[config.mk]
export PLATFORM = sky130hd
export DESIGN_NAME = soft_reset
export DESIGN_NICKNAME = d
export VERILOG_FILES = /design/src/hw/soft_reset.sv
export SDC_FILE = /design/constraint.sdc
export NUM_CORES = 1
export LEC_CHECK = 0
export BUFFER_PORTS_ARGS = -buffer_cell sky130_fd_sc_hd__clkbuf_2
export CAP_MARGIN = 15
export CORE_AREA = 2 2 39 41
export CTS_BUF_LIST = sky130_fd_sc_hd__clkbuf_8
export DETAILED_ROUTE_END_ITERATION = 12
export DIE_AREA = 0 0 41 43
export PLACE_DENSITY = 0.38
export RECOVER_POWER = 25
export SLEW_MARGIN = 20
export SYNTH_ARGS = -nofsm -noshare
export SYNTH_HDL_FRONTEND = slang
export SYNTH_SLANG_ARGS = --single-unit
[constraint.sdc]
create_clock -name clk_rgb -period 3.1 [get_ports clk_rgb]
set_input_delay 0.155 -clock clk_rgb [delete_from_list [all_inputs] [get_ports clk_rgb]]
set_output_delay 0.155 -clock clk_rgb [all_outputs]
set_load 0.05 [all_outputs]
[src/hw/soft_reset.sv]
// ****************************************
// Game reset after a download ends,
// then host reset request
// ****************************************
`timescale 1ns/1ns

module soft_reset #(
    parameter int SOFT_RST_CYCLES = 16
) (
    input  logic clk_rgb,
    input  logic rst,
    input  logic downloading_i,
    input  logic rst_req_i,
    output logic soft_rst_o
);

    localparam int CW = $clog2(SOFT_RST_CYCLES + 1);

    logic          dl_q;
    logic [CW-1:0] cnt;     // Cycles left after the current one

    always_ff @(posedge clk_rgb) begin
        if (rst) begin
            dl_q       <= 1'b0;
            cnt        <= '0;
            soft_rst_o <= 1'b0;
        end else begin
            dl_q <= downloading_i;
            if (dl_q && !downloading_i) begin   // Download just ended
                cnt        <= CW'(SOFT_RST_CYCLES - 1);
                soft_rst_o <= 1'b1;
            end else if (cnt != '0) begin
                cnt        <= cnt - 1'b1;
                soft_rst_o <= 1'b1;
            end else begin
                soft_rst_o <= rst_req_i;  // Idle, follow the host
            end
        end
    end

endmodule

# Word-level counts from Yosys, hierarchy flattened
# Cells that the tools add are included.
classes:
  n_addsub: 1
  n_mux: 4
  reduce_logical: 5
op_table:
  columns: ["op", "count"]
  rows:
  - ["$mux 4", 2]
  - ["$reduce_bool 5->1", 1]
  - ["$sub 5x1->5 const B", 1]
  - ["$mux 1", 2]
  - ["$reduce_bool 2->1", 1]
  - ["$reduce_or 2->1", 1]
  - ["$logic_and 1x1->1", 1]
  - ["$logic_not 1->1", 1]
word_totals:
  ff_bits: 7
  inputBits: 4
  output_inout_bits: 1
  elab_cells: 14

# Logic depth before layout (Yosys ltp)
logic_depth:
  depth_word: 3
  ltp_mapped: 5
  mapped_depth_nobuf: 5

# Least setup slack after synthesis
# Ideal clock, no wire load.
synth_timing:
  path_type: "register to register"
  from: "reg cnt[0]"
  to: "reg cnt[1]"
  setup_ps: 91
  t_arrival_ps: 1263
  t_required_ps: 3009
  slack_ps: 1746
  path_stages_with_launch: 5
  n_path_buf: 0
  cell_sequence: "dfxtp_1 inv_1 ha_1 or4b_4 a311oi_1"
synth_via:
  elab_chain_cells: 3
synth_rtl:
  columns: ["item", "line", "text"]
  rows:
  - ["start: declaration", "20", "logic [CW-1:0] cnt;"]
  - ["start signal: assignment", "30", "cnt <= CW'(SOFT_RST_CYCLES - 1);"]
  - ["start signal: assignment", "33", "cnt <= cnt - 1'b1;"]
  - ["$sub 5x1->5", "33", null]
  - ["$mux 4", "32", "end else if (cnt != '0) begin"]
  - ["$mux 4", "29", "if (dl_q && !downloading_i) begin"]
# Several ways; a longest one is shown, not always the timed one. The select of a mux whose other input is x is not followed.
# A chain may end at the register's enable or synchronous reset.

# Worst setup path after layout
# Same ends and word-level chain as after synthesis.

==> impl_metrics.ini <==
[synthesis]
ys_seq_area_share_pct = 43.41
synth_cells = 33
synth-edff-count = 0
synthTopCellsByArea = dfxtp_1 (43%), ha_1 (7.8%), nor3_1 (6.2%), a311oi_1 (5.4%), xnor2_1 (5.4%)
ys.flop_type = dfxtp_1
synthDistinctLibCells = 17
synthesis.nets = 39
synth_common_cells = dfxtp_1 (7), nor3_1 (4), inv_1 (3)
synthArstFlopShare_pct = 0
netlist_area_um2 = 322.8
ys_ff_latch = 7
syn_area_per_cell_um2 = 9.782
synth.most_common_cell = dfxtp_1
yosysTopAreaCell = dfxtp_1
yosysWarnings = 0
synth_top_area_share_pct = 43.41

[critical_path]
slowest_stage = or4b_4
end_kind = flop
max_stage_delay_ns = 0.50
reg2reg_depth = 5
crit_chain = inv_1, ha_1, or4b_4, nor3_1, a311oi_1
path_depth = 5
crit_family = simple AND/OR/NAND/NOR gates
cp_max_fo = 4
critPathLaunchType = flop
crit_type = reg2reg
critical_path_required_ns = 3.20
worstPathArrival_ns = 1.57
crit_buf_inv = 1

[global_routing]
overflow = 0
grt_max_degree = 8
grtUsageMet1_pct = 12.79
antenna_found_initial = 0
track_usage_pct = 10.51
grt_pass1_vias = 255
busiest_layer = met2
grtUsageMet3_pct = 3.141
grt_util_met2_pct = 12.81
grt_pass1_wl_um = 1117

[run_status]
status = complete, no violations

[finish]
nFillCells = 152
area_growth_pct = 25.58
drive_gt1_share_pct = 14.63
fin_nets = 48
n_antenna_cell = 0

[timing]
min_period_ns = 1.465
tightest_slew_ns = 0.5943
hold_viol = 0
finalSetupViolations = 0
max_clock_freq_mhz = 682.5
fin_setup_tns_ns = 0
period_share_pct = 47.26
relSlewSlack_pct = 60.55
rsz0062_at_grt = false
fin_worst_skew_ns = 0.001314
drv_slew = 0
postLayoutSetupSlackWorst_ns = 1.635

[detailed_routing]
wire_per_inst_um = 11.89
drt_iter0_drc = 5
vias = 272
drt-pass1-iter-count = 3
vias_per_cell = 4.772
drc = 0
wirelength_um = 678
ant_nets = 0

[placement]
hpwlAfterDp_um = 474.3
gp_congestion = 0.7089
port_buffers = 4
pre_cts_ws_ns = 1.646

[power_and_ir_drop]
p_leak_nw = 0.1595
ir_worst_vdd_v = 0.0003608
cellPowerDensity_nw_per_um2 = 1146

[die]
start_util_pct = 23.33
die_h_um = 43
core_area_um2 = 1384
ioPinCount = 5
dieArea_um2 = 1763
rows = 14
die_w_um = 41

[cts]
clkTransAtPathRegs_ns = 0.04
cts_resized = 0
cts_tree = yes
clk_path_buf_depth = 2
clock_latency_ns = 0.23
cts_buffers = 3
htree_levels = 1
cts_sinks = 7
clock-root-buffer = clkbuf_8
post_cts_buffers = 0
postCtsHoldBufs = 0

[flow_run]
max_cap_viol_count = 0

[worst_hold_path]
hp-class = in2reg
hold_path_depth = 3
## path summary, 6_finish.rpt
kind | from | endpoint | slack [ns]
worst max-delay path | cnt[0] | cnt[1] | 1.63
worst min-delay path | rst_req_i | soft_rst_o | 0.14
worst max register to register | cnt[0] | cnt[1] | 1.63
worst min register to register | cnt[2] | cnt[2] | 0.57
## cells in the final DEF (no fill, tap or decap)
cell,n
dfxtp_1,7
inv_1,4
nor3_1,4
clkbuf_8,3
nand2b_1,2
nor2b_1,2
a311oi_1,2
xnor2_1,2
ha_1,2
clkbuf_2,2
clkbuf_1,2
a21o_1,1
or4b_4,1
nand3b_1,1
a31oi_1,1
nor4b_1,1
a21oi_1,1
nor2_1,1
nor3b_1,1
nor4_1,1
## kinds of logic (layout without fill, tap and decap cells)
logic type | count (synthesis) | after routing | share of synthesized area (%)
fa+ha+maj | 2 | 2 | 7.751
flops | 7 | 7 | 43.41
simple gates | 14 | 14 | 28.68
buf+inv | 3 | 11 | 3.488
compound gates | 5 | 5 | 11.24
xor+xnor | 2 | 2 | 5.427
## metal layers
layer | up-vias | part of all wire [%]
li1 | 134 | -
met1 | 128 | 48
met2 | 7 | 45
met3 | 3 | 3.1
met4 | 0 | 4.3
met5 | - | 0
## registers in the layout (all words and copies together), names as in the netlist
| signal | cells |
|---|---|
| cnt | 5 |
| dl_q | 1 |
| soft_rst_o | 1 |
## power by group
part	internal (W)	leakage (nW)	switching [W]	total (W)
sequential	0.000123	0.0584	0.0000319	0.000155
combinational	0.0000937	0.0743	0.0000884	0.000182
clock	0.0000857	0.0269	0.0000415	0.000127
## through the flow
step	std cells	total power (W)	utilization, %	hold WS [ns]	cell area (µm²)
detailed placement	53	0.0003383	26.22	0.3782	362.8
floorplan	33	0.0003011	-	0.2241	322.8
global route	57	0.0004973	29.29	0.1650	405.4
finish	57	0.0004646	29.29	0.1385	405.4
CTS	57	0.0004700	29.48	0.1407	407.9
global placement	53	0.0003409	26.22	0.3899	362.8
## worst min-delay path, cell delays in order
cell and delay [ns]:
clkbuf_2 0.07, nor3_1 0.04, nor2_1 0.06
## final cells by class
class | count | area (µm²) | share of cell area (%)
Sequential cell | 7 | 140.1 | 34.57
Clock buffer | 3 | 41.29 | 10.19
Inverter | 3 | 11.26 | 2.778
Multi-Input combinational cell | 23 | 171.4 | 42.28
Clock inverter | 1 | 3.754 | 0.9259
Tap cell | 16 | 20.02 | 4.938
Timing Repair Buffer | 4 | 17.52 | 4.321
(Power assumes the default switching activity.)
