## src/hw/arcade_pkg.sv

```systemverilog
// ****************************************
// Shared types for the arcade board shell:
// download byte, memory request, PROM and input words
// ****************************************
package arcade_pkg;

    localparam logic [3:0] PROM_TAG = 4'hf; // Region tag of the PROM area

    // PROM view of a download address
    typedef struct packed {
        logic [3:0] tag;
        logic [3:0] idx;    // Which PROM
        logic [7:0] offset;
    } prom_addr_t;

    // Same 16 bits, flat ROM byte address or PROM selector
    typedef union packed {
        logic [15:0] flat;
        prom_addr_t  prom;
    } dl_addr_u;

    typedef struct packed {
        dl_addr_u   addr;
        logic [7:0] data;
    } dl_byte_t;

    // One access to the ROM store, as granted by the arbiter
    typedef struct packed {
        logic        we;
        logic [15:0] addr;  // Word address
        logic [15:0] wdata;
    } mem_req_t;

    typedef struct packed {
        logic [15:0] we;    // One-hot, bit per PROM
        logic [7:0]  addr;
        logic [3:0]  data;
    } prom_prog_t;

    // Active low, as the game expects
    typedef struct packed {
        logic [5:0] joy1;
        logic [5:0] joy2;
        logic [1:0] start;
        logic [1:0] coin;
    } game_in_t;

    // Active high button sources (joystick or keyboard)
    typedef struct packed {
        logic [5:0] joy1;
        logic [5:0] joy2;
        logic [1:0] start;
        logic [1:0] coin;
    } btn_in_t;

endpackage
```

## src/hw/rom_arbiter.sv

```systemverilog
// ****************************************
// ROM store sharing between loader writes
// and game reads, one pending read slot
// ****************************************
`timescale 1ns/1ns

module rom_arbiter (
    input  logic                 clk_rgb,
    input  logic                 rst,
    input  logic                 wr_stb_i,
    input  arcade_pkg::mem_req_t wr_req_i,
    input  logic                 rd_stb_i,
    input  logic [15:0]          rd_addr_i,
    output logic                 mem_en_o,
    output arcade_pkg::mem_req_t mem_req_o,
    input  logic [15:0]          mem_rdata_i,
    output logic                 rd_valid_o,
    output logic [15:0]          rd_data_o
);
    import arcade_pkg::*;

    logic        pend_vld;
    logic [15:0] pend_addr;
    logic        rd_grant;      // A read owns the store this cycle
    logic        new_grant;
    logic        rd_inflight;   // Store data for a read arrives now
    mem_req_t    rd_req;

    // Writes first, then the older read
    assign new_grant = !wr_stb_i && !pend_vld && rd_stb_i;
    assign rd_grant  = !wr_stb_i && (pend_vld || rd_stb_i);

    assign rd_req.we    = 1'b0;
    assign rd_req.addr  = pend_vld ? pend_addr : rd_addr_i;
    assign rd_req.wdata = '0;

    assign mem_en_o  = wr_stb_i || rd_grant;
    assign mem_req_o = wr_stb_i ? wr_req_i : rd_req;

    always_ff @(posedge clk_rgb) begin
        if (rst) begin
            pend_vld    <= 1'b0;
            rd_inflight <= 1'b0;
            rd_valid_o  <= 1'b0;
        end else begin
            if (rd_stb_i && !new_grant) begin
                pend_vld <= 1'b1;       // Lost this cycle, retry next
            end else if (rd_grant) begin
                pend_vld <= 1'b0;
            end
            rd_inflight <= rd_grant;
            rd_valid_o  <= rd_inflight;
        end
    end

    always_ff @(posedge clk_rgb) begin
        if (rd_stb_i && !new_grant) pend_addr <= rd_addr_i;
        if (rd_inflight) rd_data_o <= mem_rdata_i;
    end

endmodule

```

## config.mk

```make
export PLATFORM = sky130hd
export DESIGN_NAME = rom_arbiter
export DESIGN_NICKNAME = d
export VERILOG_FILES = /design/src/hw/arcade_pkg.sv /design/src/hw/rom_arbiter.sv
export SDC_FILE = /design/constraint.sdc
export NUM_CORES = 1
export LEC_CHECK = 0
export ABC_CLOCK_PERIOD_IN_PS = 1570
export BUFFER_PORTS_ARGS = -buffer_cell sky130_fd_sc_hd__buf_2
export CAP_MARGIN = 20
export CORE_MARGIN = 4
export CORE_UTILIZATION = 39
export DETAILED_ROUTE_END_ITERATION = 10
export PLACE_DENSITY = 0.8
export SLEW_MARGIN = 20
export SYNTH_ARGS = -nofsm -noshare
export SYNTH_HDL_FRONTEND = slang
export SYNTH_SLANG_ARGS = --single-unit
```

## constraint.sdc

```tcl
create_clock -name clk_rgb -period 1.57 [get_ports clk_rgb]
set_clock_uncertainty 0.05 [all_clocks]
set_input_delay 0.157 -clock clk_rgb [delete_from_list [all_inputs] [get_ports clk_rgb]]
set_output_delay 0.157 -clock clk_rgb [all_outputs]
set_load 0.01 [all_outputs]
```

Yosys cells after proc, flatten, opt, wreduce, memory -nomap -nowiden
Cells that the tools add are included.
{"block": "word_totals", "elab_cells": 19, "regBits": 35, "in_bits": 69}
{"block": "classes", "mux": 4, "n_reduce_logical": 10}
{"operator": "33-bit two-way mux", "n": 1}
{"operator": "16-bit two-way mux", "n": 1}
{"operator": "1-bit logical AND", "n": 4}
{"operator": "1-bit logical NOT", "n": 3}
{"operator": "1-bit logical OR", "n": 2}
{"operator": "1-bit two-way mux", "n": 2}
{"operator": "2-bit nonzero test", "n": 1}

Logic depth before layout (Yosys ltp)
{"block": "logic_depth", "depth_word": 6, "depth_mapped": 4}

Worst setup path before layout
No wires, ideal clock.
{"block": "synth_path", "path_kind": "reg2reg", "startpoint": "register pend_vld", "endpoint": "register pend_addr[0], enable pin", "path_slack_ps": 202, "path_stages_with_launch": 3, "setup_time_ps": 373, "path_buffers": 1, "arrival_time_ps": 945, "synth_period_minus_slack_ps": 1368, "cell_sequence": "dfxtp_1 > buf_6 > o21a_1"}
{"block": "synth_via", "elab_chain_len": 5}
{"element": "from (decl)", "line": "rom_arbiter.sv:22", "text": "logic pend_vld;"}
{"element": "from (signal assigned)", "line": "rom_arbiter.sv:42", "text": "pend_vld <= 1'b0;"}
{"element": "from (signal assigned)", "line": "rom_arbiter.sv:47", "text": "pend_vld <= 1'b1;"}
{"element": "from (signal assigned)", "line": "rom_arbiter.sv:49", "text": "pend_vld <= 1'b0;"}
{"element": "1-bit logical NOT", "line": "rom_arbiter.sv:30", "text": "assign new_grant = !wr_stb_i && !pend_vld && rd_stb_i;"}
{"element": "1-bit logical AND (2 in series)", "line": "rom_arbiter.sv:30"}
{"element": "1-bit logical NOT", "line": "rom_arbiter.sv:57", "text": "if (rd_stb_i && !new_grant) pend_addr <= rd_addr_i;"}
{"element": "1-bit logical AND", "line": "rom_arbiter.sv:57"}
{"element": "to (signal assigned)", "line": "rom_arbiter.sv:57"}
{"element": "to (decl)", "line": "rom_arbiter.sv:23", "text": "logic [15:0] pend_addr;"}
Every way passes these cells.
A chain may end at the register's enable or synchronous reset.

==> results_dict.tcl <==
set metrics [dict create \
    gr-total-overflow 0 \
    rows 22 \
    drive_gt1_share_pct 53.6 \
    port_buffers 119 \
    synth.avg_cell_area_sq_um 13.1 \
    dieWidth_um 70.5 \
    drc 0 \
    syn_inst 116 \
    slew_headroom_pct 86.0 \
    grt_pass1_vias 1241 \
    ys_ff_latch 35 \
    rr_worst_depth 2 \
    hpwlAfterDp_um 2960 \
    cp_max_fo 12 \
    nets 320 \
    status "finished, final reports clean" \
    clockBufferDepth 2 \
    postCtsSetupRepairBufs 0 \
    n_antenna_cell 0 \
    crit_type "flip-flop to output pin" \
    dp_cells 281 \
    min_period_ns 1.45 \
    setup_tns_ns 0 \
    clk_latency_ns 0.27 \
    hp-class "input pin to flip-flop" \
    ys_types 15 \
    layout_common_cells "119 x buf_2, 32 x edfxtp_1, 17 x nand2_1, 17 x and2_1, 15 x mux2i_1" \
    seq_area_frac_synth_pct 67.1 \
    vias 1338 \
    leakage_nw 1.12 \
    cts_root_buf "clkbuf_8" \
    cp-end-kind "output pin" \
    netlist_area_sq_um 1520 \
    hold_viol 0 \
    endpoint "mem_req_o[30]" \
    rsz0062_at_grt "no" \
    wl_per_cell_um 13.2 \
    cts.sinks 35 \
    cpMaxStageDelayCell "dfxtp_4" \
    cts.clk_slew.worst_paths_ns 0.06 \
    arrival_ns 1.25 \
    r2r_end "pend_addr[8]" \
    vdd_drop_max_uv 450 \
    finalCritPeriodShare_pct 92.6 \
    critPathLaunch "pend_vld" \
    hold_depth 1 \
    viasPerCell 4.46 \
    power_density_nw_per_um2 923 \
    drt_pass1_iterations 4 \
    syn_to_final_growth_pct 58.8 \
    floorplan.initialDensity_pct 41.0 \
    io_pins 120 \
    core_sq_um 3720 \
    fmax_mhz 688 \
    routabilityCongestion 0.754 \
    die_area_sq_um 4970 \
    htree_levels 2 \
    reg2reg_setup_slack_ns 0.48 \
    postPlaceCellArea_sq_um 2180 \
    rr_startpoint "pend_vld" \
    cts_buffers 5 \
    cts_tree "yes" \
    grt_pass1_wl_um 5680 \
    postRouteAntennaNets 0 \
    finalWirelength_um 3950 \
    yosysWarnings 0 \
    grt_util_all_layers_pct 14.7 \
    final_area_sq_um 2420 \
    crit_path_max_incr_delay_ns 0.38 \
    chipHeight_um 70.5 \
    setup_viol 0 \
    power.total_mw 2.23 \
    path_cells "buf_12 -> mux2i_2 -> o21ai_1 -> buf_2" \
    cap_violations 0 \
    layout_commonest_cell "buf_2" \
    final_util_pct 65.1 \
    antenna_found_initial 0 \
    grt_max_degree 29 \
    worst_slew_pin_slew_ns 0.210 \
    synth_fp_nets 185 \
    finalMaxSlewViolations 0 \
    final_cells 300 \
    drtIter0Drc 23 \
    worst_ep_required_time_ns 1.36 \
    start_kind "flip-flop" \
]
[final cells by class]
class                           count  area [sq um]
Clock buffer                        6          82.6
Clock inverter                      2          35.0
Timing Repair Buffer              136           763
Multi-Input combinational cell     73           453
Fill cell                         320          1300
Tap cell                           48          60.1
Sequential cell                    35          1020
[critical path: cells and delay by family (launching register included)]
kind                   cells  cell delay, ns
muxes                      1            0.23
AOI/OAI and AO/OA          1            0.07
DFF                        1            0.38
buffers and inverters      2            0.29
[state kept, by name, indices dropped and copies added (netlist names)]
signal	cells
rd_inflight	1
pend_addr	16
pend_vld	1
rd_valid_o	1
rd_data_o	16
[power by group]
part | internal, mW | leakage [nW] | switching (mW)
clock network | 0.513 | 0.0612 | 0.285
logic | 0.188 | 0.732 | 0.170
registers | 1.06 | 0.324 | 0.0120
total | 1.76 | 1.12 | 0.467
[metrics by stage]
stage	setup WS [ns]	hold WS [ns]
2_1_floorplan	0.202	0.176
3_3_place_gp	0.348	0.283
3_5_place_dp	0.309	0.286
4_1_cts	0.0721	0.000412
5_1_grt	0.0257	0.00178
6_report	0.116	0.0121
[synthesized netlist by cell type (all sizes together)]
cell	number	area, sq um
mux2i	16	160
nor2b	1	6.26
a21oi	1	5.00
buf	8	52.6
nor2	1	3.75
o21ai	17	85.1
and2	17	106
nand2	17	63.8
or3	1	6.26
nor3	1	5.00
dfxtp	3	60.1
edfxtp	32	961
o21a	1	7.51
[metal layers]
layer  track usage, %  wire length, um  up-vias
met5                0                0        -
met4             9.15              116        0
met3             3.74              344        9
met2             23.9             1960       70
met1             17.2             1540      579
li1                 -                -      680
[what timing repair did]
action,CTS,global route
endpoints found under the hold margin,7,4
gates cloned,0,0
hold buffers,7,4
setup endpoints to repair,2,2
gates resized for setup,1,2
pin swaps,0,0
[logic make-up (layout without fill, tap and decap cells)]
logic type,after synthesis,after routing,share of synthesized area (%)
simple gates,38,38,12.6
flops,35,35,67.1
mux,16,16,10.5
compound gates,19,19,6.41
buf+inv,8,144,3.45
[worst min path at each step]
stage / startpoint / end / slack (ns)
after floorplan: rst / pend_vld / 0.18
after global placement: mem_rdata_i[14] / rd_data_o[14] / 0.28
after detailed placement: mem_rdata_i[5] / rd_data_o[5] / 0.29
after CTS: mem_rdata_i[8] / rd_data_o[8] / 0.0004
after global routing: rd_addr_i[10] / pend_addr[10] / 0.002
final: mem_rdata_i[0] / rd_data_o[0] / 0.01
(Power assumes the default switching activity.)
