**src/hw/arcade_pkg.sv**
```systemverilog
// ****************************************
// Shared types for the arcade board shell:
// download byte, memory request, PROM and input words
// ****************************************
package arcade_pkg;

    localparam logic [3:0] PROM_TAG = 4'hf; // Region tag of the PROM area

    // PROM view of a download address
    typedef struct packed {
        logic [3:0] tag;
        logic [3:0] idx;    // Which PROM
        logic [7:0] offset;
    } prom_addr_t;

    // Same 16 bits, flat ROM byte address or PROM selector
    typedef union packed {
        logic [15:0] flat;
        prom_addr_t  prom;
    } dl_addr_u;

    typedef struct packed {
        dl_addr_u   addr;
        logic [7:0] data;
    } dl_byte_t;

    // One access to the ROM store, as granted by the arbiter
    typedef struct packed {
        logic        we;
        logic [15:0] addr;  // Word address
        logic [15:0] wdata;
    } mem_req_t;

    typedef struct packed {
        logic [15:0] we;    // One-hot, bit per PROM
        logic [7:0]  addr;
        logic [3:0]  data;
    } prom_prog_t;

    // Active low, as the game expects
    typedef struct packed {
        logic [5:0] joy1;
        logic [5:0] joy2;
        logic [1:0] start;
        logic [1:0] coin;
    } game_in_t;

    // Active high button sources (joystick or keyboard)
    typedef struct packed {
        logic [5:0] joy1;
        logic [5:0] joy2;
        logic [1:0] start;
        logic [1:0] coin;
    } btn_in_t;

endpackage
```
**src/hw/rom_loader.sv**
```systemverilog
// ****************************************
// Download byte steering: PROM strobes or
// 16-bit ROM write words
// ****************************************
`timescale 1ns/1ns

module rom_loader #(
    parameter int ROM_AW = 11
) (
    input  logic                  clk_rgb,
    input  logic                  rst,
    input  logic                  dl_stb_i,
    input  arcade_pkg::dl_byte_t  dl_i,
    output logic                  prom_stb_o,
    output arcade_pkg::prom_prog_t prom_o,
    output logic                  wr_stb_o,
    output arcade_pkg::mem_req_t  wr_req_o
);
    import arcade_pkg::*;

    localparam int unsigned ROM_BYTES = 2 << ROM_AW;

    logic       is_prom;
    logic       is_rom;
    logic       odd_byte;
    logic [7:0] low_byte;   // Even byte waiting for its partner

    // PROM view first, everything else is checked as a flat address
    assign is_prom  = (dl_i.addr.prom.tag == PROM_TAG);
    assign is_rom   = !is_prom && (32'(dl_i.addr.flat) < ROM_BYTES);
    assign odd_byte = dl_i.addr.flat[0];

    always_ff @(posedge clk_rgb) begin
        if (rst) begin
            prom_stb_o <= 1'b0;
            wr_stb_o   <= 1'b0;
        end else begin
            prom_stb_o <= dl_stb_i && is_prom;
            wr_stb_o   <= dl_stb_i && is_rom && odd_byte; // Word complete
        end
    end

    always_ff @(posedge clk_rgb) begin
        if (dl_stb_i && is_prom) begin
            prom_o.we   <= 16'd1 << dl_i.addr.prom.idx;
            prom_o.addr <= dl_i.addr.prom.offset;
            prom_o.data <= dl_i.data[3:0];  // PROMs are 4 bits wide
        end
        if (dl_stb_i && is_rom) begin
            if (!odd_byte) begin
                low_byte <= dl_i.data;
            end else begin
                wr_req_o.we    <= 1'b1;
                wr_req_o.addr  <= {1'b0, dl_i.addr.flat[15:1]};
                wr_req_o.wdata <= {dl_i.data, low_byte}; // High byte on top
            end
        end
    end

endmodule

```
**config.mk**
```make
export PLATFORM = sky130hd
export DESIGN_NAME = rom_loader
export DESIGN_NICKNAME = d
export VERILOG_FILES = /design/src/hw/arcade_pkg.sv /design/src/hw/rom_loader.sv
export SDC_FILE = /design/constraint.sdc
export NUM_CORES = 1
export LEC_CHECK = 0
export ABC_AREA = 1
export BUFFER_PORTS_ARGS = -buffer_cell sky130_fd_sc_hd__buf_2
export CAP_MARGIN = 20
export CORE_UTILIZATION = 30
export DETAILED_ROUTE_END_ITERATION = 10
export RECOVER_POWER = 25
export SYNTH_ARGS = -nofsm -noshare
export SYNTH_HDL_FRONTEND = slang
export SYNTH_SLANG_ARGS = --single-unit
```
**constraint.sdc**
```tcl
create_clock -name clk_rgb -period 2.7 [get_ports clk_rgb]
set_clock_uncertainty 0.2 [all_clocks]
set_input_delay 0.54 -clock clk_rgb [delete_from_list [all_inputs] [get_ports clk_rgb]]
set_output_delay 0.54 -clock clk_rgb [all_outputs]
set_load 0.02 [all_outputs]
```
Yosys cells after proc, flatten, opt, wreduce, memory -nomap -nowiden --
Cells that the tools add are included.
Storage, ports and cells: bits of input ports 27, bits in registers 69, logic and storage cells 19, output and inout port bits 63
Cells by class: eq/ne operators 1, shifts and indexed selects 1, reduce and logical (&&, ||, !) cells 7, bitwise gates (word level) 1, magnitude comparators 1
Operators with widths (count):
- 16-bit by 13-bit less-than comparator with 1-bit output, second input constant | 1
- 1-bit by 4-bit left shift with 16-bit output, first input constant | 1
- 4-bit == test, second input constant | 1
- 1-bit logical AND | 4
- 2-bit AND reduction | 2
- 1-bit zero test | 1
- 1-bit NOT | 1

Logic depth before layout (Yosys ltp) --
Gate-level depths: netlist of run 1.
word-level depth 5, depth in mapped cells 3, gate-level depth less buffers 3

Worst setup path after synthesis of run 1 --
OpenSTA, ideal clock, no wires.
path kind input to register, start point input port dl_i[23] (netlist bit), end point register prom_o[0] (netlist bit), enable pin, arrival 1.823 ns, data required time 2.087 ns, slack 0.264 ns, setup time 0.413 ns, stages 2, buffers on the path 0, cells stage by stage nand3_1 nor2_1
Between the ends: word-level cells in the longest chain between the ends 2
RTL lines:
- start, declared | line rom_loader.sv:13 | input arcade_pkg::dl_byte_t dl_i,
- 4-bit == test | line rom_loader.sv:29 | assign is_prom = (dl_i.addr.prom.tag == PROM_TAG);
- 1-bit logical AND | line rom_loader.sv:44 | if (dl_stb_i && is_prom) begin
- end, declared | line rom_loader.sv:15 | output arcade_pkg::prom_prog_t prom_o,
No other way between the ends. A chain may end at the register's enable or synchronous reset.

Final worst setup path of run 1 --
start point register prom_o[4] (netlist bit), end point output port prom_o[4] (netlist bit)
No word-level cell between the ends.

==> run summary, run 1 <==
initial antenna violation count -> 0
worst reg2reg endpoint -> wr_req_o[2]$_DFFE_PP_
R2R setup slack -> 1.88 ns
CTS tree -> built
worst stage delay on the critical path -> 0.39 ns
final setup violation count -> 0
combinational family with the most area after synthesis -> simple AND/OR/NAND/NOR gates
net count after synthesis -> 140
worst hold start -> rst
Tightest Hold Check Type -> in2reg
overall power -> 2.03 mW
Seq/Total Area, Yosys -> 90.9%
Avg Inst Size Synth -> 20.0 µm²
Setup crit start kind -> register
post-synthesis mux area share -> 0%
vias per cell -> 4.08
Max Cap Violations -> 0
Max clock buf depth -> 2
CTS sink count -> 69
critical-path cell list -> buf_2
Max Freq -> 0.616 GHz
reg2reg path depth -> 0
PD cells -> 683 nW/µm²
most common cell after layout, fill and taps aside -> buf_2
Clk pwr share -> 37.7%
grt total ovfl -> 0
worst slew pin tran -> 0.636 ns
WL met3 -> 319 µm
Crit path max-delay family -> flip-flops
Synth Area in Simple Gates -> 6.98%
top sig layer -> met4
class of the most critical setup path -> reg2out
DRT Pass-1 Iters -> 4
Slew HR -> 57.4%
met1 wire length -> 1.84 mm
# diodes -> 0
launch point of the worst reg-to-reg path -> low_byte[2]$_DFFE_PP_
largest net degree at the start of global routing -> 32
RePlAce Congestion -> 0.725
die area -> 7880 µm²
Hold Vio Cnt, Final -> 0
Core ar. -> 7250 µm²
Remaining DRCs -> 0
fill cell count -> 704
most frequent cells in the layout -> buf_2 (69), edfxtp_1 (67), clkbuf_1 (20)
Top Ports -> 90
Hold Buf Count CTS -> 0
maximum ir drop on the vdd rail -> 0.185 mV
Starting Density -> 31.1%
fin crit share -> 60.1%
post-CTS setup buffers -> 0
share of post-route cells with drive strength above 1 -> 42.8%
post-synthesis xor/xnor area fraction -> 0%
crit path DAT -> 0.88 ns
Worst-Skew Late Latency -> 0.32 ns
CP max FO -> 1
clock root buffer -> clkbuf_8
Slowest cell on crit path -> edfxtp_1
H-tree levels -> 3
via count -> 1,280
multi-input combinational cell area -> 168 µm²
clk slew on worst S/H paths -> 0.07 ns
initial detailed-routing violation count -> 56
P_leak -> 1.06 nW
gr usage total -> 10.7%
start point of the critical path -> prom_o[4]$_DFFE_PP_
Reg area -> 2050 µm²
CP bufs+invs -> 1
Tmin final -> 1.62 ns
Psw -> 0.403 mW
drt total wl -> 4.07 mm
vias in the first global route -> 1,160
crit path to -> prom_o[4]
Detailed Place HPWL -> 2.84 mm
final slew viol count -> 0
adder-cell share of the synthesized area -> 0%
Seq pwr share -> 58.5%
per-cell routed wire length -> 13.0 µm
global-route wire length before repair -> 5.84 mm
Worst Path Required -> 1.96 ns
Nets -> 237
Total Neg Setup Slack -> 0 ns
Syn. warnings -> 0
P_int -> 1.63 mW
wire length on met2 -> 1.84 mm
# rows -> 31
RSZ-0062 raised after global routing -> no
sw frac -> 19.8%
Crit. End Element -> output pin
Die Y -> 88.8 µm
Min Hold Slack -> 0.188 ns
CTS buffer count -> 9
mapped cell area -> 2260 µm²
Comb power frac -> 3.9%
Syn-to-layout area delta -> 31.6%
Distinct cells, synth -> 12
Crit path depth -> 1
Final ANT Viol Nets -> 0
status -> finished clean
Synth Instances -> 113
Yosys reg bits -> 69
post-CTS resize count -> 0
compound-gate portion of the synthesized area -> 0%
Die X -> 88.8 µm
port buffer count -> 87
## final cells by class
class,count,area share (%)
Clock buffer,11,4.42
Clock inverter,5,1.73
Inverter,5,0.631
Multi-Input combinational cell,36,5.64
Sequential cell,69,69.0
Tap cell,99,4.17
Timing Repair Buffer,89,14.4
## cell families after synthesis
logic type,count (synthesis)
other cells,2
buf+inv,8
flops,69
simple gates,34
## cells in the mapped netlist, drive strengths merged
cell	count	area share (%)
edfxtp	67	89
dfxtp	2	1.8
buf	3	1.0
nor3	1	0.22
nand3	10	2.2
nor2	21	3.8
nand2	1	0.17
conb	2	0.33
inv	5	0.83
nand4	1	0.55
## worst min-delay path by stage
stage                       endpoint  depth (start not counted)
3_5_place_dp   wr_req_o[3]$_DFFE_PP_                          0
3_3_place_gp   wr_req_o[6]$_DFFE_PP_                          0
4_1_cts          wr_stb_o$_SDFF_PP0_                          2
5_1_grt          wr_stb_o$_SDFF_PP0_                          2
2_1_floorplan  wr_req_o[0]$_DFFE_PP_                          0
6_report         wr_stb_o$_SDFF_PP0_                          2
## power groups by stage
stage               logic [mW]  clock network, mW  registers [mW]
floorplan               0.0225                  0            1.23
global placement        0.0821                  0            1.21
detailed placement      0.0831                  0            1.21
CTS                     0.0833              0.799            1.19
global route            0.0867              0.841            1.19
finish                  0.0783              0.765            1.19
## layer usage
metal  global-route usage (%)  vias to the layer above
li1                         -                      608
met1                     13.6                      599
met2                     15.9                       63
met3                     3.36                       10
met4                     6.60                        0
met5                        0                        -
## registers in the layout, summed over array words and instances (netlist names)
| name | flops |
|---|---|
| low_byte | 8 |
| prom_o | 28 |
| prom_stb_o | 1 |
| wr_req_o | 31 |
| wr_stb_o | 1 |
## stage by stage
stage	instances	area [µm²]	util (%)	setup WS (ns)
after detailed placement	298	2810	38.8	0.692
after global routing	314	2970	41.0	0.973
after CTS	314	3000	41.3	1.04
after global placement	298	2810	38.8	0.799
final	314	2970	41.0	1.08
after floorplan	113	2260	-	0.264
No activity file was read; power rests on OpenSTA's default activity.
==> run 2: changes to the inputs <==
==> constraint.sdc (replaced) <==
create_clock -name clk_rgb -period 1.4 [get_ports clk_rgb]
set_clock_uncertainty 0.2 [all_clocks]
set_input_delay 0.28 -clock clk_rgb [delete_from_list [all_inputs] [get_ports clk_rgb]]
set_output_delay 0.28 -clock clk_rgb [all_outputs]
set_load 0.02 [all_outputs]
==> run summary, run 2 (synthesized netlist as in run 1, its figures left out) <==
status -> finished clean
Max clock buf depth -> 2
CP bufs+invs -> 1
die area -> 7880 µm²
global-route wire length before repair -> 6.33 mm
worst stage delay on the critical path -> 0.40 ns
met1 wire length -> 1.74 mm
PD cells -> 1260 nW/µm²
post-CTS setup buffers -> 0
CTS tree -> built
Detailed Place HPWL -> 3.06 mm
Crit path depth -> 1
crit path DAT -> 0.89 ns
WL met3 -> 317 µm
Crit path max-delay family -> flip-flops
CP max FO -> 1
drt total wl -> 4.36 mm
Crit. End Element -> output pin
RePlAce Congestion -> 0.726
Max Cap Violations -> 0
final setup violation count -> 0
Min-Delay Path Depth -> 3
worst reg2reg endpoint -> wr_req_o[0]$_DFFE_PP_
via count -> 1,370
fin cells -> 336
Slowest cell on crit path -> edfxtp_1
critical-path cell list -> buf_6
grt total ovfl -> 0
dpl cell area -> 2920 µm²
reg2reg path depth -> 0
wire length on met2 -> 2.19 mm
initial antenna violation count -> 0
launch point of the worst reg-to-reg path -> low_byte[0]$_DFFE_PP_
largest registers -> wr_req_o (31), prom_o (28), low_byte (8)
Max Freq -> 0.731 GHz
share of post-route cells with drive strength above 1 -> 44.7%
Hold Vio Cnt, Final -> 0
Worst-Skew Late Latency -> 0.33 ns
port buffer count -> 87
P_leak -> 1.22 nW
RSZ-0062 raised after global routing -> yes
final slew viol count -> 0
Placed Instances -> 301
vias in the first global route -> 1,289
Starting Density -> 31.1%
max reg flops -> 31
DRT Pass-1 Iters -> 4
# rows -> 31
Setup crit start kind -> register
class of the most critical setup path -> reg2out
setup ws final -> 0.0327 ns
Die X -> 88.8 µm
Top Ports -> 90
per-cell routed wire length -> 13.0 µm
H-tree levels -> 3
# diodes -> 0
Final ANT Viol Nets -> 0
Core ar. -> 7250 µm²
post-route cell area -> 3360 µm²
most common cell after layout, fill and taps aside -> buf_2
vias per cell -> 4.08
Nets -> 259
maximum ir drop on the vdd rail -> 0.529 mV
Largest Register -> wr_req_o
Die Y -> 88.8 µm
fin crit share -> 97.7%
R2R setup slack -> 0.57 ns
clk slew on worst S/H paths -> 0.08 ns
Worst Path Required -> 0.92 ns
initial detailed-routing violation count -> 34
Tightest Hold Check Type -> in2reg
CTS sink count -> 69
top sig layer -> met4
most frequent cells in the layout -> buf_2 (69), edfxtp_1 (67), dlygate4sd3_1 (19)
Total Neg Setup Slack -> 0 ns
clock root buffer -> clkbuf_8
gr usage total -> 11.5%
CTS buffer count -> 9
WHS Endpoint -> prom_stb_o$_SDFF_PP0_
Remaining DRCs -> 0
Syn-to-layout area delta -> 48.6%
pre-CTS WS -> -0.104 ns
worst hold start -> dl_i[22]
largest net degree at the start of global routing -> 29
Tmin final -> 1.37 ns
==> run 2: through the flow <==
stage	total power, mW	utilization (%)	hold WS [ns]
finish	4.24	46.3	0.0688
global route	4.39	46.3	0.0629
CTS	4.29	45.7	0.00300
detailed placement	2.51	40.2	0.207
global placement	2.51	40.2	0.201
floorplan	2.42	-	0.147
==> run 2: where the power goes <==
group	switching (mW)	internal (mW)
registers	0.00632	2.28
clock network	0.728	1.01
logic	0.123	0.0899
==> run 2: worst max-delay path by stage <==
stage / from / end / slack (ns)
final: wr_req_o[13]$_DFFE_PP_ / wr_req_o[13] / 0.03
after global routing: wr_req_o[27]$_DFFE_PP_ / wr_req_o[27] / -0.01
after CTS: wr_req_o[27]$_DFFE_PP_ / wr_req_o[27] / -0.002
after detailed placement: dl_i[21] / wr_req_o[16]$_DFFE_PP_ / -0.10
after global placement: dl_i[20] / wr_req_o[16]$_DFFE_PP_ / -0.06
after floorplan: dl_i[20] / wr_req_o[0]$_DFFE_PP_ / -0.03
==> run 2: final cells by class <==
| type | count | area [µm²] |
|---|---|---|
| Sequential cell | 69 | 2050 |
| Timing Repair Buffer | 111 | 731 |
| Inverter | 5 | 22.5 |
| Multi-Input combinational cell | 36 | 206 |
| Clock buffer | 9 | 124 |
| Fill cell | 663 | 3900 |
| Tap cell | 99 | 124 |
| Clock inverter | 7 | 97.6 |
==> run 2: per-layer routing <==
| metal | up-vias | GRT usage, % |
|---|---|---|
| li1 | 649 | - |
| met2 | 64 | 19.0 |
| met4 | 0 | 8.80 |
| met5 | - | 0 |
| met1 | 648 | 12.8 |
| met3 | 9 | 2.71 |
==> run 2: what timing repair did <==
| action | in CTS | in global routing |
|---|---|---|
| cloned | 0 | 0 |
| hold endpoints to repair | 38 | 1 |
| gates resized for setup | 0 | 14 |
| hold buffers | 18 | 1 |
| endpoints found under the setup margin | 1 | 8 |
