$ cat config.mk
export PLATFORM = sky130hd
export DESIGN_NAME = input_cond
export DESIGN_NICKNAME = d
export VERILOG_FILES = /design/src/hw/arcade_pkg.sv /design/src/hw/input_cond.sv
export SDC_FILE = /design/constraint.sdc
export NUM_CORES = 1
export LEC_CHECK = 0
export BUFFER_PORTS_ARGS = -buffer_cell sky130_fd_sc_hd__clkbuf_2
export CAP_MARGIN = 40
export CORE_MARGIN = 5
export CORE_UTILIZATION = 33
export CTS_CLUSTER_DIAMETER = 50
export DETAILED_ROUTE_END_ITERATION = 10
export GPL_ROUTABILITY_DRIVEN = 0
export GPL_TIMING_DRIVEN = 0
export PLACE_DENSITY = 0.79
export SLEW_MARGIN = 25
export SYNTH_ARGS = -nofsm -noshare
export SYNTH_HDL_FRONTEND = slang
export SYNTH_SLANG_ARGS = --single-unit
$ cat constraint.sdc
create_clock -name clk_rgb -period 0.8 [get_ports clk_rgb]
set_clock_uncertainty 0.1 [all_clocks]
set_input_delay 0.08 -clock clk_rgb [delete_from_list [all_inputs] [get_ports clk_rgb]]
set_output_delay 0.08 -clock clk_rgb [all_outputs]
set_load 0.05 [all_outputs]
$ cat src/hw/arcade_pkg.sv
// ****************************************
// Shared types for the arcade board shell:
// download byte, memory request, PROM and input words
// ****************************************
package arcade_pkg;

    localparam logic [3:0] PROM_TAG = 4'hf; // Region tag of the PROM area

    // PROM view of a download address
    typedef struct packed {
        logic [3:0] tag;
        logic [3:0] idx;    // Which PROM
        logic [7:0] offset;
    } prom_addr_t;

    // Same 16 bits, flat ROM byte address or PROM selector
    typedef union packed {
        logic [15:0] flat;
        prom_addr_t  prom;
    } dl_addr_u;

    typedef struct packed {
        dl_addr_u   addr;
        logic [7:0] data;
    } dl_byte_t;

    // One access to the ROM store, as granted by the arbiter
    typedef struct packed {
        logic        we;
        logic [15:0] addr;  // Word address
        logic [15:0] wdata;
    } mem_req_t;

    typedef struct packed {
        logic [15:0] we;    // One-hot, bit per PROM
        logic [7:0]  addr;
        logic [3:0]  data;
    } prom_prog_t;

    // Active low, as the game expects
    typedef struct packed {
        logic [5:0] joy1;
        logic [5:0] joy2;
        logic [1:0] start;
        logic [1:0] coin;
    } game_in_t;

    // Active high button sources (joystick or keyboard)
    typedef struct packed {
        logic [5:0] joy1;
        logic [5:0] joy2;
        logic [1:0] start;
        logic [1:0] coin;
    } btn_in_t;

endpackage
$ cat src/hw/input_cond.sv
// ****************************************
// Joystick and keyboard merge to
// active-low game inputs
// ****************************************
`timescale 1ns/1ns

module input_cond (
    input  logic                 clk_rgb,
    input  logic                 rst,
    input  arcade_pkg::btn_in_t  joy_i,
    input  arcade_pkg::btn_in_t  key_i,
    output arcade_pkg::game_in_t game_in_o
);

    // Pressed on either source pulls the line low
    always_ff @(posedge clk_rgb) begin
        if (rst) begin
            game_in_o <= '1;    // Nothing pressed
        end else begin
            game_in_o.joy1  <= ~(joy_i.joy1 | key_i.joy1);
            game_in_o.joy2  <= ~(joy_i.joy2 | key_i.joy2);
            game_in_o.start <= ~(joy_i.start | key_i.start);
            game_in_o.coin  <= ~(joy_i.coin | key_i.coin);
        end
    end

endmodule

==> results.sh, run 1 <==
export IMPL_outcome="aborted with a tool error"
export IMPL_haltStage="clock tree synthesis (4_1_cts)"
export IMPL_firstError="[ERROR DPL-0038] Utilization greater than 100%, impossible to legalize"
export IMPL_synth_seq_cells=16
export IMPL_synth_area_per_cell_um2=13.5
export IMPL_io_pins=50
export IMPL_clockRootBuffer="clkbuf_4"
export IMPL_syn_inst=33
export IMPL_synth_area_top_cells="dfxtp_1, o21bai_1, buf_2"
export IMPL_cts_resized=52
export IMPL_ys_warn_count=0
export IMPL_die_w_um=46.7
export IMPL_clock_sinks=16
export IMPL_synth_ff_type="dfxtp_1"
export IMPL_yosysTopAreaCell="dfxtp_1"
export IMPL_yosys_cell_types_count=3
export IMPL_mappedNetlistNets=67
export IMPL_yosys_top_cells_count="dfxtp_1, o21bai_1, buf_2"
export IMPL_synth_top_cell_area_share_pct=71.9
export IMPL_cts_buffers=3
export IMPL_clockBufferDepth=2
export IMPL_port_buffers=49
export IMPL_synth_seq_area_share_pct=71.9
export IMPL_post_cts_buffers=0
export IMPL_htree_levels=1
export IMPL_dp_hpwl_um=958
export IMPL_place_area_um2=709
export IMPL_synth_edf_count=0
export IMPL_syn_area_um2=445
export IMPL_initial_utilization_pct=34.7
export IMPL_die_h_um=46.7
export IMPL_std_cell_rows=13
export IMPL_synthArstFlopShare_pct=0
export IMPL_hold_buffers=32
==> stage by stage <==
stage | setup WS (ns) | util, % | instances
after detailed placement | 0.0178 | 55.2 | 97
after floorplan | 0.0327 | - | 33
after global placement | 0.0289 | 55.2 | 97
==> kinds of logic after synthesis <==
logic type / synth area share, %
AOI/OAI and AO/OA: 27.0
buffers and inverters: 1.12
DFF: 71.9
==> inputs of run 2 (changes only) <==
--- a/config.mk
+++ b/config.mk
@@ -7,13 +7,12 @@
 export LEC_CHECK = 0
 export BUFFER_PORTS_ARGS = -buffer_cell sky130_fd_sc_hd__clkbuf_2
 export CAP_MARGIN = 40
-export CORE_MARGIN = 5
-export CORE_UTILIZATION = 33
-export CTS_CLUSTER_DIAMETER = 50
+export CORE_AREA = 5 5 66 68
 export DETAILED_ROUTE_END_ITERATION = 10
+export DIE_AREA = 0 0 71 73
 export GPL_ROUTABILITY_DRIVEN = 0
 export GPL_TIMING_DRIVEN = 0
-export PLACE_DENSITY = 0.79
+export PLACE_DENSITY_LB_ADDON = 0.15
 export SLEW_MARGIN = 25
 export SYNTH_ARGS = -nofsm -noshare
 export SYNTH_HDL_FRONTEND = slang
==> results.sh, run 2 <==
export IMPL_outcome="complete, but fails checks"
export IMPL_violations="negative setup slack"
export IMPL_cts_buffers=3
export IMPL_p_seq_share_pct=41.6
export IMPL_fmax_mhz=1090
export IMPL_yosysTopAreaCell="dfxtp_1"
export IMPL_slew_headroom_pct=88.7
export IMPL_avgViaCountPerCell=3.26
export IMPL_synth_seq_cells=16
export IMPL_p_per_area_nw_per_um2=1560
export IMPL_grt_overflow=0
export IMPL_arrival_ns=0.74
export IMPL_drive_above_1_share_pct=58.3
export IMPL_syn_inst=33
export IMPL_num_nets_final=151
export IMPL_grt_pass1_wl_um=2570
export IMPL_io_pins=50
export IMPL_die_w_um=71
export IMPL_ir_worst_vdd_mv=0.464
export IMPL_p_comb_share_pct=29.9
export IMPL_grt_usage_pct=6.38
export IMPL_synth_area_per_cell_um2=13.5
export IMPL_min_path_type="input port to flop"
export IMPL_p_leak_nw=0.643
export IMPL_slowest_stage="dfxtp_2"
export IMPL_synth_seq_area_share_pct=71.9
export IMPL_yosys_cell_types_count=3
export IMPL_post_cts_buffers=0
export IMPL_avgRoutedWirePerCell_um=10.2
export IMPL_total_power_mw=2.15
export IMPL_synthArstFlopShare_pct=0
export IMPL_mappedNetlistNets=67
export IMPL_top_register="game_in_o"
export IMPL_tightestPinTransition_ns=0.169
export IMPL_antenna_found_initial=0
export IMPL_intPower_mw=1.57
export IMPL_cts_tree="built"
export IMPL_die_h_um=73
export IMPL_clockBufferDepth=2
export IMPL_power_switching_mw=0.589
export IMPL_syn_area_um2=445
export IMPL_final_util_pct=36.3
export IMPL_port_buffers=49
export IMPL_path_depth=1
export IMPL_critPathLaunch="game_in_o[2]$_SDFF_PP1_"
export IMPL_largest_reg_flops=16
export IMPL_synth_edf_count=0
export IMPL_setup_tns_ns=-1.72
export IMPL_clk_pin_slew_ns=0.07
export IMPL_synth_top_cell_area_share_pct=71.9
export IMPL_coreArea_um2=3800
export IMPL_cp_num_buf_inv=1
export IMPL_std_cell_rows=23
export IMPL_period_share_pct=115
export IMPL_cap_viol_max_count=0
export IMPL_path_class="flop to output pin"
export IMPL_drc=0
export IMPL_clock_sinks=16
export IMPL_synthToLayoutAreaGrowth_pct=209
export IMPL_final_setup_worst_slack_ns=-0.119
export IMPL_cp_cell_sequence="clkbuf_16"
export IMPL_crit_required_ns=0.62
export IMPL_yosys_top_cells_count="dfxtp_1, o21bai_1, buf_2"
export IMPL_synth_ff_type="dfxtp_1"
export IMPL_drt_iter0_drc=4
export IMPL_fillCellCount=372
export IMPL_multi_input_area_um2=120
export IMPL_ant_nets=0
export IMPL_reg_largest_list="game_in_o (16)"
export IMPL_fin_crit_ns=0.919
export IMPL_diodes=0
export IMPL_report_final_slew_viol_count=0
export IMPL_ys_warn_count=0
export IMPL_wl_um=1680
export IMPL_swShare_pct=27.3
export IMPL_setup_viol=16
export IMPL_cp_max_fo=1
export IMPL_most_common_layout_cells="dlygate4sd3_1, clkbuf_2, o21bai_1, dfxtp_2, clkbuf_16"
export IMPL_rsz0062_at_grt="yes"
export IMPL_path_delay_family="flip-flops"
export IMPL_dieArea_um2=5180
export IMPL_grt_max_degree=11
export IMPL_seqCellArea_um2=340
export IMPL_crit_path_max_incr_delay_ns=0.34
export IMPL_num_vias=538
export IMPL_endpoint="game_in_o[2]"
export IMPL_hold_violations=0
export IMPL_grt_pass1_vias=598
export IMPL_clkPwrFrac_pct=28.5
export IMPL_htree_levels=1
export IMPL_synth_area_top_cells="dfxtp_1, o21bai_1, buf_2"
export IMPL_clockRootBuffer="clkbuf_8"
export IMPL_start_kind="flop"
export IMPL_end_kind="output pin"
export IMPL_initial_utilization_pct=11.7
export IMPL_first_pass_iters=3
run 2: cell counts after synthesis:
Identical to the previous run, type by type.
run 2: what timing repair did:
action | CTS | global route
hold endpoints to repair | 16 | 0
pin swaps | 0 | 2
hold buffers | 32 | 0
resized for setup | 56 | 9
endpoints found under the setup margin | 16 | 18
run 2: through the flow:
step	hold slack (ns)	instances	instance area, um^2	worst slack [ns]
after floorplan	0.0705	33	445	0.0327
after global placement	0.154	132	753	-0.00113
after detailed placement	0.159	132	753	-0.0188
after CTS	0.0281	167	1380	-0.133
after global routing	0.0256	165	1380	-0.147
final	0.0164	165	1380	-0.119
run 2: worst min path at each step:
stage,startpoint,end,slack [ns],cells after the start
detailed placement,joy_i[5],game_in_o[5]$_SDFF_PP1_,0.16,2
global route,rst,game_in_o[7]$_SDFF_PP1_,0.03,2
global placement,joy_i[7],game_in_o[7]$_SDFF_PP1_,0.15,2
finish,rst,game_in_o[1]$_SDFF_PP1_,0.02,2
floorplan,joy_i[0],game_in_o[0]$_SDFF_PP1_,0.07,1
CTS,rst,game_in_o[7]$_SDFF_PP1_,0.03,2
run 2: cell type report:
| type | count | area share [%] |
|---|---|---|
| repair buffers | 79 | 58.7 |
| flip-flops and latches | 16 | 24.7 |
| multi-input cells | 16 | 8.72 |
| well taps | 50 | 4.54 |
| clock buffers | 3 | 3.00 |
| plain buffers | 1 | 0.363 |
run 2: power groups by stage:
stage | Combinational, mW | Clock, mW | Sequential, mW
floorplan | 0.0394 | 0 | 1.07
global placement | 0.372 | 0 | 0.881
detailed placement | 0.374 | 0 | 0.882
CTS | 0.638 | 0.648 | 0.890
global route | 0.676 | 0.675 | 0.902
finish | 0.644 | 0.613 | 0.897
run 2: cell families after synthesis:
family          Yosys count  share of synthesized area [%]
buf+inv                   1                           1.12
compound gates           16                           27.0
flops                    16                           71.9
run 2: per-layer routing:
metal  up-vias  wire (um)  global-route usage, %
met3         0        207                   2.89
met1       223        688                   7.14
met4         0          0                   2.51
met5         -          0                      0
li1        279          -                      -
met2        36        786                   10.6
No activity file was read; power rests on OpenSTA's default activity.
==> inputs of run 3 (changes only) <==
--- a/config.mk
+++ b/config.mk
@@ -6,7 +6,8 @@
 export NUM_CORES = 1
 export LEC_CHECK = 0
 export BUFFER_PORTS_ARGS = -buffer_cell sky130_fd_sc_hd__clkbuf_2
-export CAP_MARGIN = 40
+export CELL_PAD_IN_SITES_DETAIL_PLACEMENT = 1
+export CELL_PAD_IN_SITES_GLOBAL_PLACEMENT = 2
 export CORE_AREA = 5 5 66 68
 export DETAILED_ROUTE_END_ITERATION = 10
 export DIE_AREA = 0 0 71 73
==> results.sh, run 3 (synthesis results as in run 2) <==
export IMPL_outcome="complete, but fails checks"
export IMPL_violations="negative setup slack"
export IMPL_min_path_type="input port to flop"
export IMPL_ant_nets=0
export IMPL_most_common_layout_cells="dlygate4sd3_1, clkbuf_2, o21bai_1, dfxtp_2, clkbuf_16"
export IMPL_grt_overflow=0
export IMPL_slowest_stage="dfxtp_2"
export IMPL_first_pass_iters=2
export IMPL_port_buffers=49
export IMPL_layoutNonFillerInstCount=163
export IMPL_total_power_mw=2.17
export IMPL_dr_wl_met3_um=256
export IMPL_end_kind="output pin"
export IMPL_cap_viol_max_count=0
export IMPL_die_w_um=71
export IMPL_rsz0062_at_grt="yes"
export IMPL_clockRootBuffer="clkbuf_8"
export IMPL_arrival_ns=0.75
export IMPL_coreArea_um2=3800
export IMPL_cts_tree="built"
export IMPL_cts_buffers=3
export IMPL_slew_headroom_pct=87.9
export IMPL_crit_path_max_incr_delay_ns=0.35
export IMPL_path_class="flop to output pin"
export IMPL_grt_pass1_vias=651
export IMPL_num_nets_final=149
export IMPL_reg_largest_list="game_in_o (16)"
export IMPL_fmax_mhz=1070
export IMPL_dp_cells=132
export IMPL_initial_utilization_pct=11.7
export IMPL_start_kind="flop"
export IMPL_io_pins=50
export IMPL_dp_hpwl_um=1250
export IMPL_wl_met2_um=1160
export IMPL_diodes=0
export IMPL_cp_num_buf_inv=1
export IMPL_setup_viol=16
export IMPL_cp_max_fo=1
export IMPL_tightestPinTransition_ns=0.182
export IMPL_top_register="game_in_o"
export IMPL_antenna_found_initial=0
export IMPL_clk_pin_slew_ns=0.06
export IMPL_htree_levels=1
export IMPL_grt_pass1_wl_um=3180
export IMPL_dieArea_um2=5180
export IMPL_synthToLayoutAreaGrowth_pct=217
export IMPL_fin_crit_ns=0.934
export IMPL_grt_max_degree=11
export IMPL_clockBufferDepth=2
export IMPL_clock_sinks=16
export IMPL_ir_worst_vdd_mv=0.412
export IMPL_p_per_area_nw_per_um2=1540
export IMPL_drc=0
export IMPL_path_delay_family="flip-flops"
export IMPL_hold_violations=0
export IMPL_top_layer="met4"
export IMPL_wl_um=2100
export IMPL_cp_cell_sequence="clkbuf_16"
export IMPL_drt_iter0_drc=6
export IMPL_wl_met1_um=674
export IMPL_final_setup_worst_slack_ns=-0.134
export IMPL_avgViaCountPerCell=3.43
export IMPL_die_h_um=73
export IMPL_crit_required_ns=0.62
export IMPL_p_leak_nw=0.674
export IMPL_worst_hold_slack_ns=0.0193
export IMPL_num_vias=559
export IMPL_report_final_slew_viol_count=0
export IMPL_largest_reg_flops=16
export IMPL_drive_above_1_share_pct=57.5
export IMPL_avgRoutedWirePerCell_um=12.9
export IMPL_grt_usage_pct=8.40
export IMPL_period_share_pct=117
export IMPL_std_cell_rows=23
-- run 3: cell count changes in the layout (fill, tap and decap cells not counted) --
cell            delta
buf_8              -4
clkbuf_16          +4
clkbuf_2           -2
dlygate4sd3_1      -2
dlymetal6s4s_1     +2
-- run 3: cell type report --
cell class	count	area (um^2)
fill	413	2390
multi-input combinational	16	120
clock buffer	3	41.3
timing repair buffer	77	843
tap	50	62.6
buffer	1	5.00
sequential	16	340
-- run 3: per-stage QoR --
step           area [um^2]  TNS [ns]  utilization [%]  setup WS [ns]
6_report              1410     -1.81             37.2         -0.134
5_1_grt               1410     -2.23             37.2         -0.158
4_1_cts               1420     -2.05             37.4         -0.144
3_5_place_dp           753    -0.109             19.8        -0.0167
3_3_place_gp           753   -0.0386             19.8       -0.00731
2_1_floorplan          445         0                -         0.0327
-- run 3: path summary, 6_finish.rpt --
check	slack [ns]	endpoint	cells after the start	startpoint
worst max-delay path	-0.13	game_in_o[15]	1	game_in_o[15]$_SDFF_PP1_
worst min-delay path	0.02	game_in_o[1]$_SDFF_PP1_	2	rst
-- run 3: repair_timing --
| action | 4_1_cts | 5_1_grt |
|---|---|---|
| gates resized for setup | 61 | 6 |
| hold buffers | 32 | 0 |
| hold endpoints to repair | 16 | 0 |
| setup endpoints to repair | 16 | 23 |
| buffers inserted | 0 | 0 |
| pin swaps | 0 | 7 |
-- run 3: metal layers --
metal	global-route usage [%]	vias up
li1	-	274
met1	6.90	248
met2	16.8	35
met3	4.27	2
met4	3.13	0
met5	0	-
-- run 3: where the power goes --
group	internal [mW]	leakage, nW	switching [mW]
registers	0.863	0.133	0.0369
logic	0.389	0.519	0.280
clock network	0.333	0.0216	0.270
total	1.59	0.674	0.587
==> inputs of run 4 (changes only) <==
--- a/config.mk
+++ b/config.mk
@@ -14,6 +14,7 @@
 export GPL_ROUTABILITY_DRIVEN = 0
 export GPL_TIMING_DRIVEN = 0
 export PLACE_DENSITY_LB_ADDON = 0.15
+export REMOVE_ABC_BUFFERS = 1
 export SLEW_MARGIN = 25
 export SYNTH_ARGS = -nofsm -noshare
 export SYNTH_HDL_FRONTEND = slang
==> results.sh, run 4 (synthesis results as in run 2) <==
export IMPL_clk_pin_slew_ns=0.06
export IMPL_drive_above_1_share_pct=58.6
export IMPL_reg_largest_list="game_in_o (16)"
export IMPL_tightestPinTransition_ns=0.295
export IMPL_period_share_pct=115
export IMPL_cp_max_fo=1
export IMPL_top_register="game_in_o"
export IMPL_cts_tree="built"
export IMPL_fin_crit_ns=0.922
export IMPL_path_class="flop to output pin"
export IMPL_htree_levels=1
export IMPL_min_path_type="input port to flop"
export IMPL_drc=0
export IMPL_min_from="key_i[12]"
export IMPL_end_kind="output pin"
export IMPL_antenna_found_initial=0
export IMPL_initial_utilization_pct=11.7
export IMPL_cts_buffers=3
export IMPL_path_depth=1
export IMPL_final_setup_worst_slack_ns=-0.122
export IMPL_critPathLaunch="game_in_o[10]$_SDFF_PP1_"
export IMPL_ir_worst_vdd_mv=0.481
export IMPL_io_pins=50
export IMPL_grt_usage_pct=8.45
export IMPL_num_vias=578
export IMPL_slew_headroom_pct=80.3
export IMPL_arrival_ns=0.74
export IMPL_avgRoutedWirePerCell_um=12.3
export IMPL_ant_nets=0
export IMPL_clockRootBuffer="clkbuf_8"
export IMPL_layoutNonFillerInstCount=166
export IMPL_total_power_mw=2.17
export IMPL_largest_reg_flops=16
export IMPL_grt_overflow=0
export IMPL_slowest_stage="dfxtp_2"
export IMPL_die_h_um=73
export IMPL_die_w_um=71
export IMPL_drt_iter0_drc=5
export IMPL_num_nets_final=152
export IMPL_final_area_um2=1420
export IMPL_setup_viol=16
export IMPL_crit_path_max_incr_delay_ns=0.34
export IMPL_violations="negative setup slack"
export IMPL_wl_um=2050
export IMPL_diodes=0
export IMPL_rsz0062_at_grt="yes"
export IMPL_clockBufferDepth=2
export IMPL_port_buffers=49
export IMPL_dp_cells=131
export IMPL_grt_pass1_wl_um=3190
export IMPL_outcome="complete, but fails checks"
export IMPL_cp_cell_sequence="clkbuf_16"
export IMPL_endpoint="game_in_o[10]"
export IMPL_grt_max_degree=17
export IMPL_coreArea_um2=3800
export IMPL_grt_pass1_vias=744
export IMPL_clock_sinks=16
export IMPL_start_kind="flop"
export IMPL_p_per_area_nw_per_um2=1530
export IMPL_crit_required_ns=0.62
export IMPL_most_common_layout_cells="clkbuf_2, dlygate4sd3_1, o21bai_1, dfxtp_2, clkbuf_16"
export IMPL_dieArea_um2=5180
export IMPL_path_delay_family="flip-flops"
export IMPL_place_area_um2=748
export IMPL_avgViaCountPerCell=3.48
export IMPL_cap_viol_max_count=0
export IMPL_fmax_mhz=1080
export IMPL_hold_violations=0
export IMPL_std_cell_rows=23
export IMPL_report_final_slew_viol_count=0
export IMPL_cp_num_buf_inv=1
export IMPL_dp_hpwl_um=1170
export IMPL_p_leak_nw=0.690
export IMPL_final_common_cell="clkbuf_2"
export IMPL_synthToLayoutAreaGrowth_pct=219
export IMPL_first_pass_iters=2
run 4: cell types whose count changed in the layout (fill, tap and decap cells not counted):
cell,change
clkbuf_2,+4
buf_2,-1
buf_8,+1
clkbuf_16,-1
dlygate4sd3_1,-1
dlymetal6s4s_1,+1
run 4: worst min path at each step:
stage | depth (start not counted) | slack (ns) | end
2_1_floorplan | 1 | 0.07 | game_in_o[0]$_SDFF_PP1_
3_3_place_gp | 2 | 0.15 | game_in_o[3]$_SDFF_PP1_
3_5_place_dp | 2 | 0.16 | game_in_o[11]$_SDFF_PP1_
4_1_cts | 2 | 0.20 | game_in_o[3]$_SDFF_PP1_
5_1_grt | 3 | 0.11 | game_in_o[12]$_SDFF_PP1_
6_report | 3 | 0.1 | game_in_o[12]$_SDFF_PP1_
run 4: routing by layer:
metal / GRT usage [%] / part of all wire [%]
met5: 0 / 0
met4: 5.01 / 1.1
met3: 1.79 / 5.4
met2: 18.8 / 65
met1: 6.15 / 29
run 4: layout make-up:
type | instances | area (um^2)
multi-input combinational | 16 | 120
fill | 417 | 2380
timing repair buffer | 81 | 856
tap | 50 | 62.6
clock buffer | 3 | 41.3
sequential | 16 | 340
run 4: power breakdown:
part           internal, mW  leakage (nW)  switching, mW
registers             0.863         0.133         0.0352
clock network         0.333        0.0216          0.268
logic                 0.389         0.535          0.280
run 4: timing repair:
action                     4_1_cts  5_1_grt
gates resized for setup         60        8
buffers inserted                 0        0
hold buffers                    32        0
pin swaps                        0        5
hold endpoints to repair        16        0
setup endpoints to repair       16       21
run 4: stage by stage:
| step | setup slack (ns) | setup TNS (ns) | util, % | hold WS (ns) |
|---|---|---|---|---|
| after detailed placement | 0.0259 | 0 | 19.7 | 0.162 |
| after global placement | 0.0319 | 0 | 19.7 | 0.155 |
| after global routing | -0.155 | -2.25 | 37.4 | 0.112 |
| after floorplan | 0.0327 | 0 | - | 0.0705 |
| after CTS | -0.143 | -2.14 | 37.0 | 0.201 |
| final | -0.122 | -1.75 | 37.4 | 0.0966 |
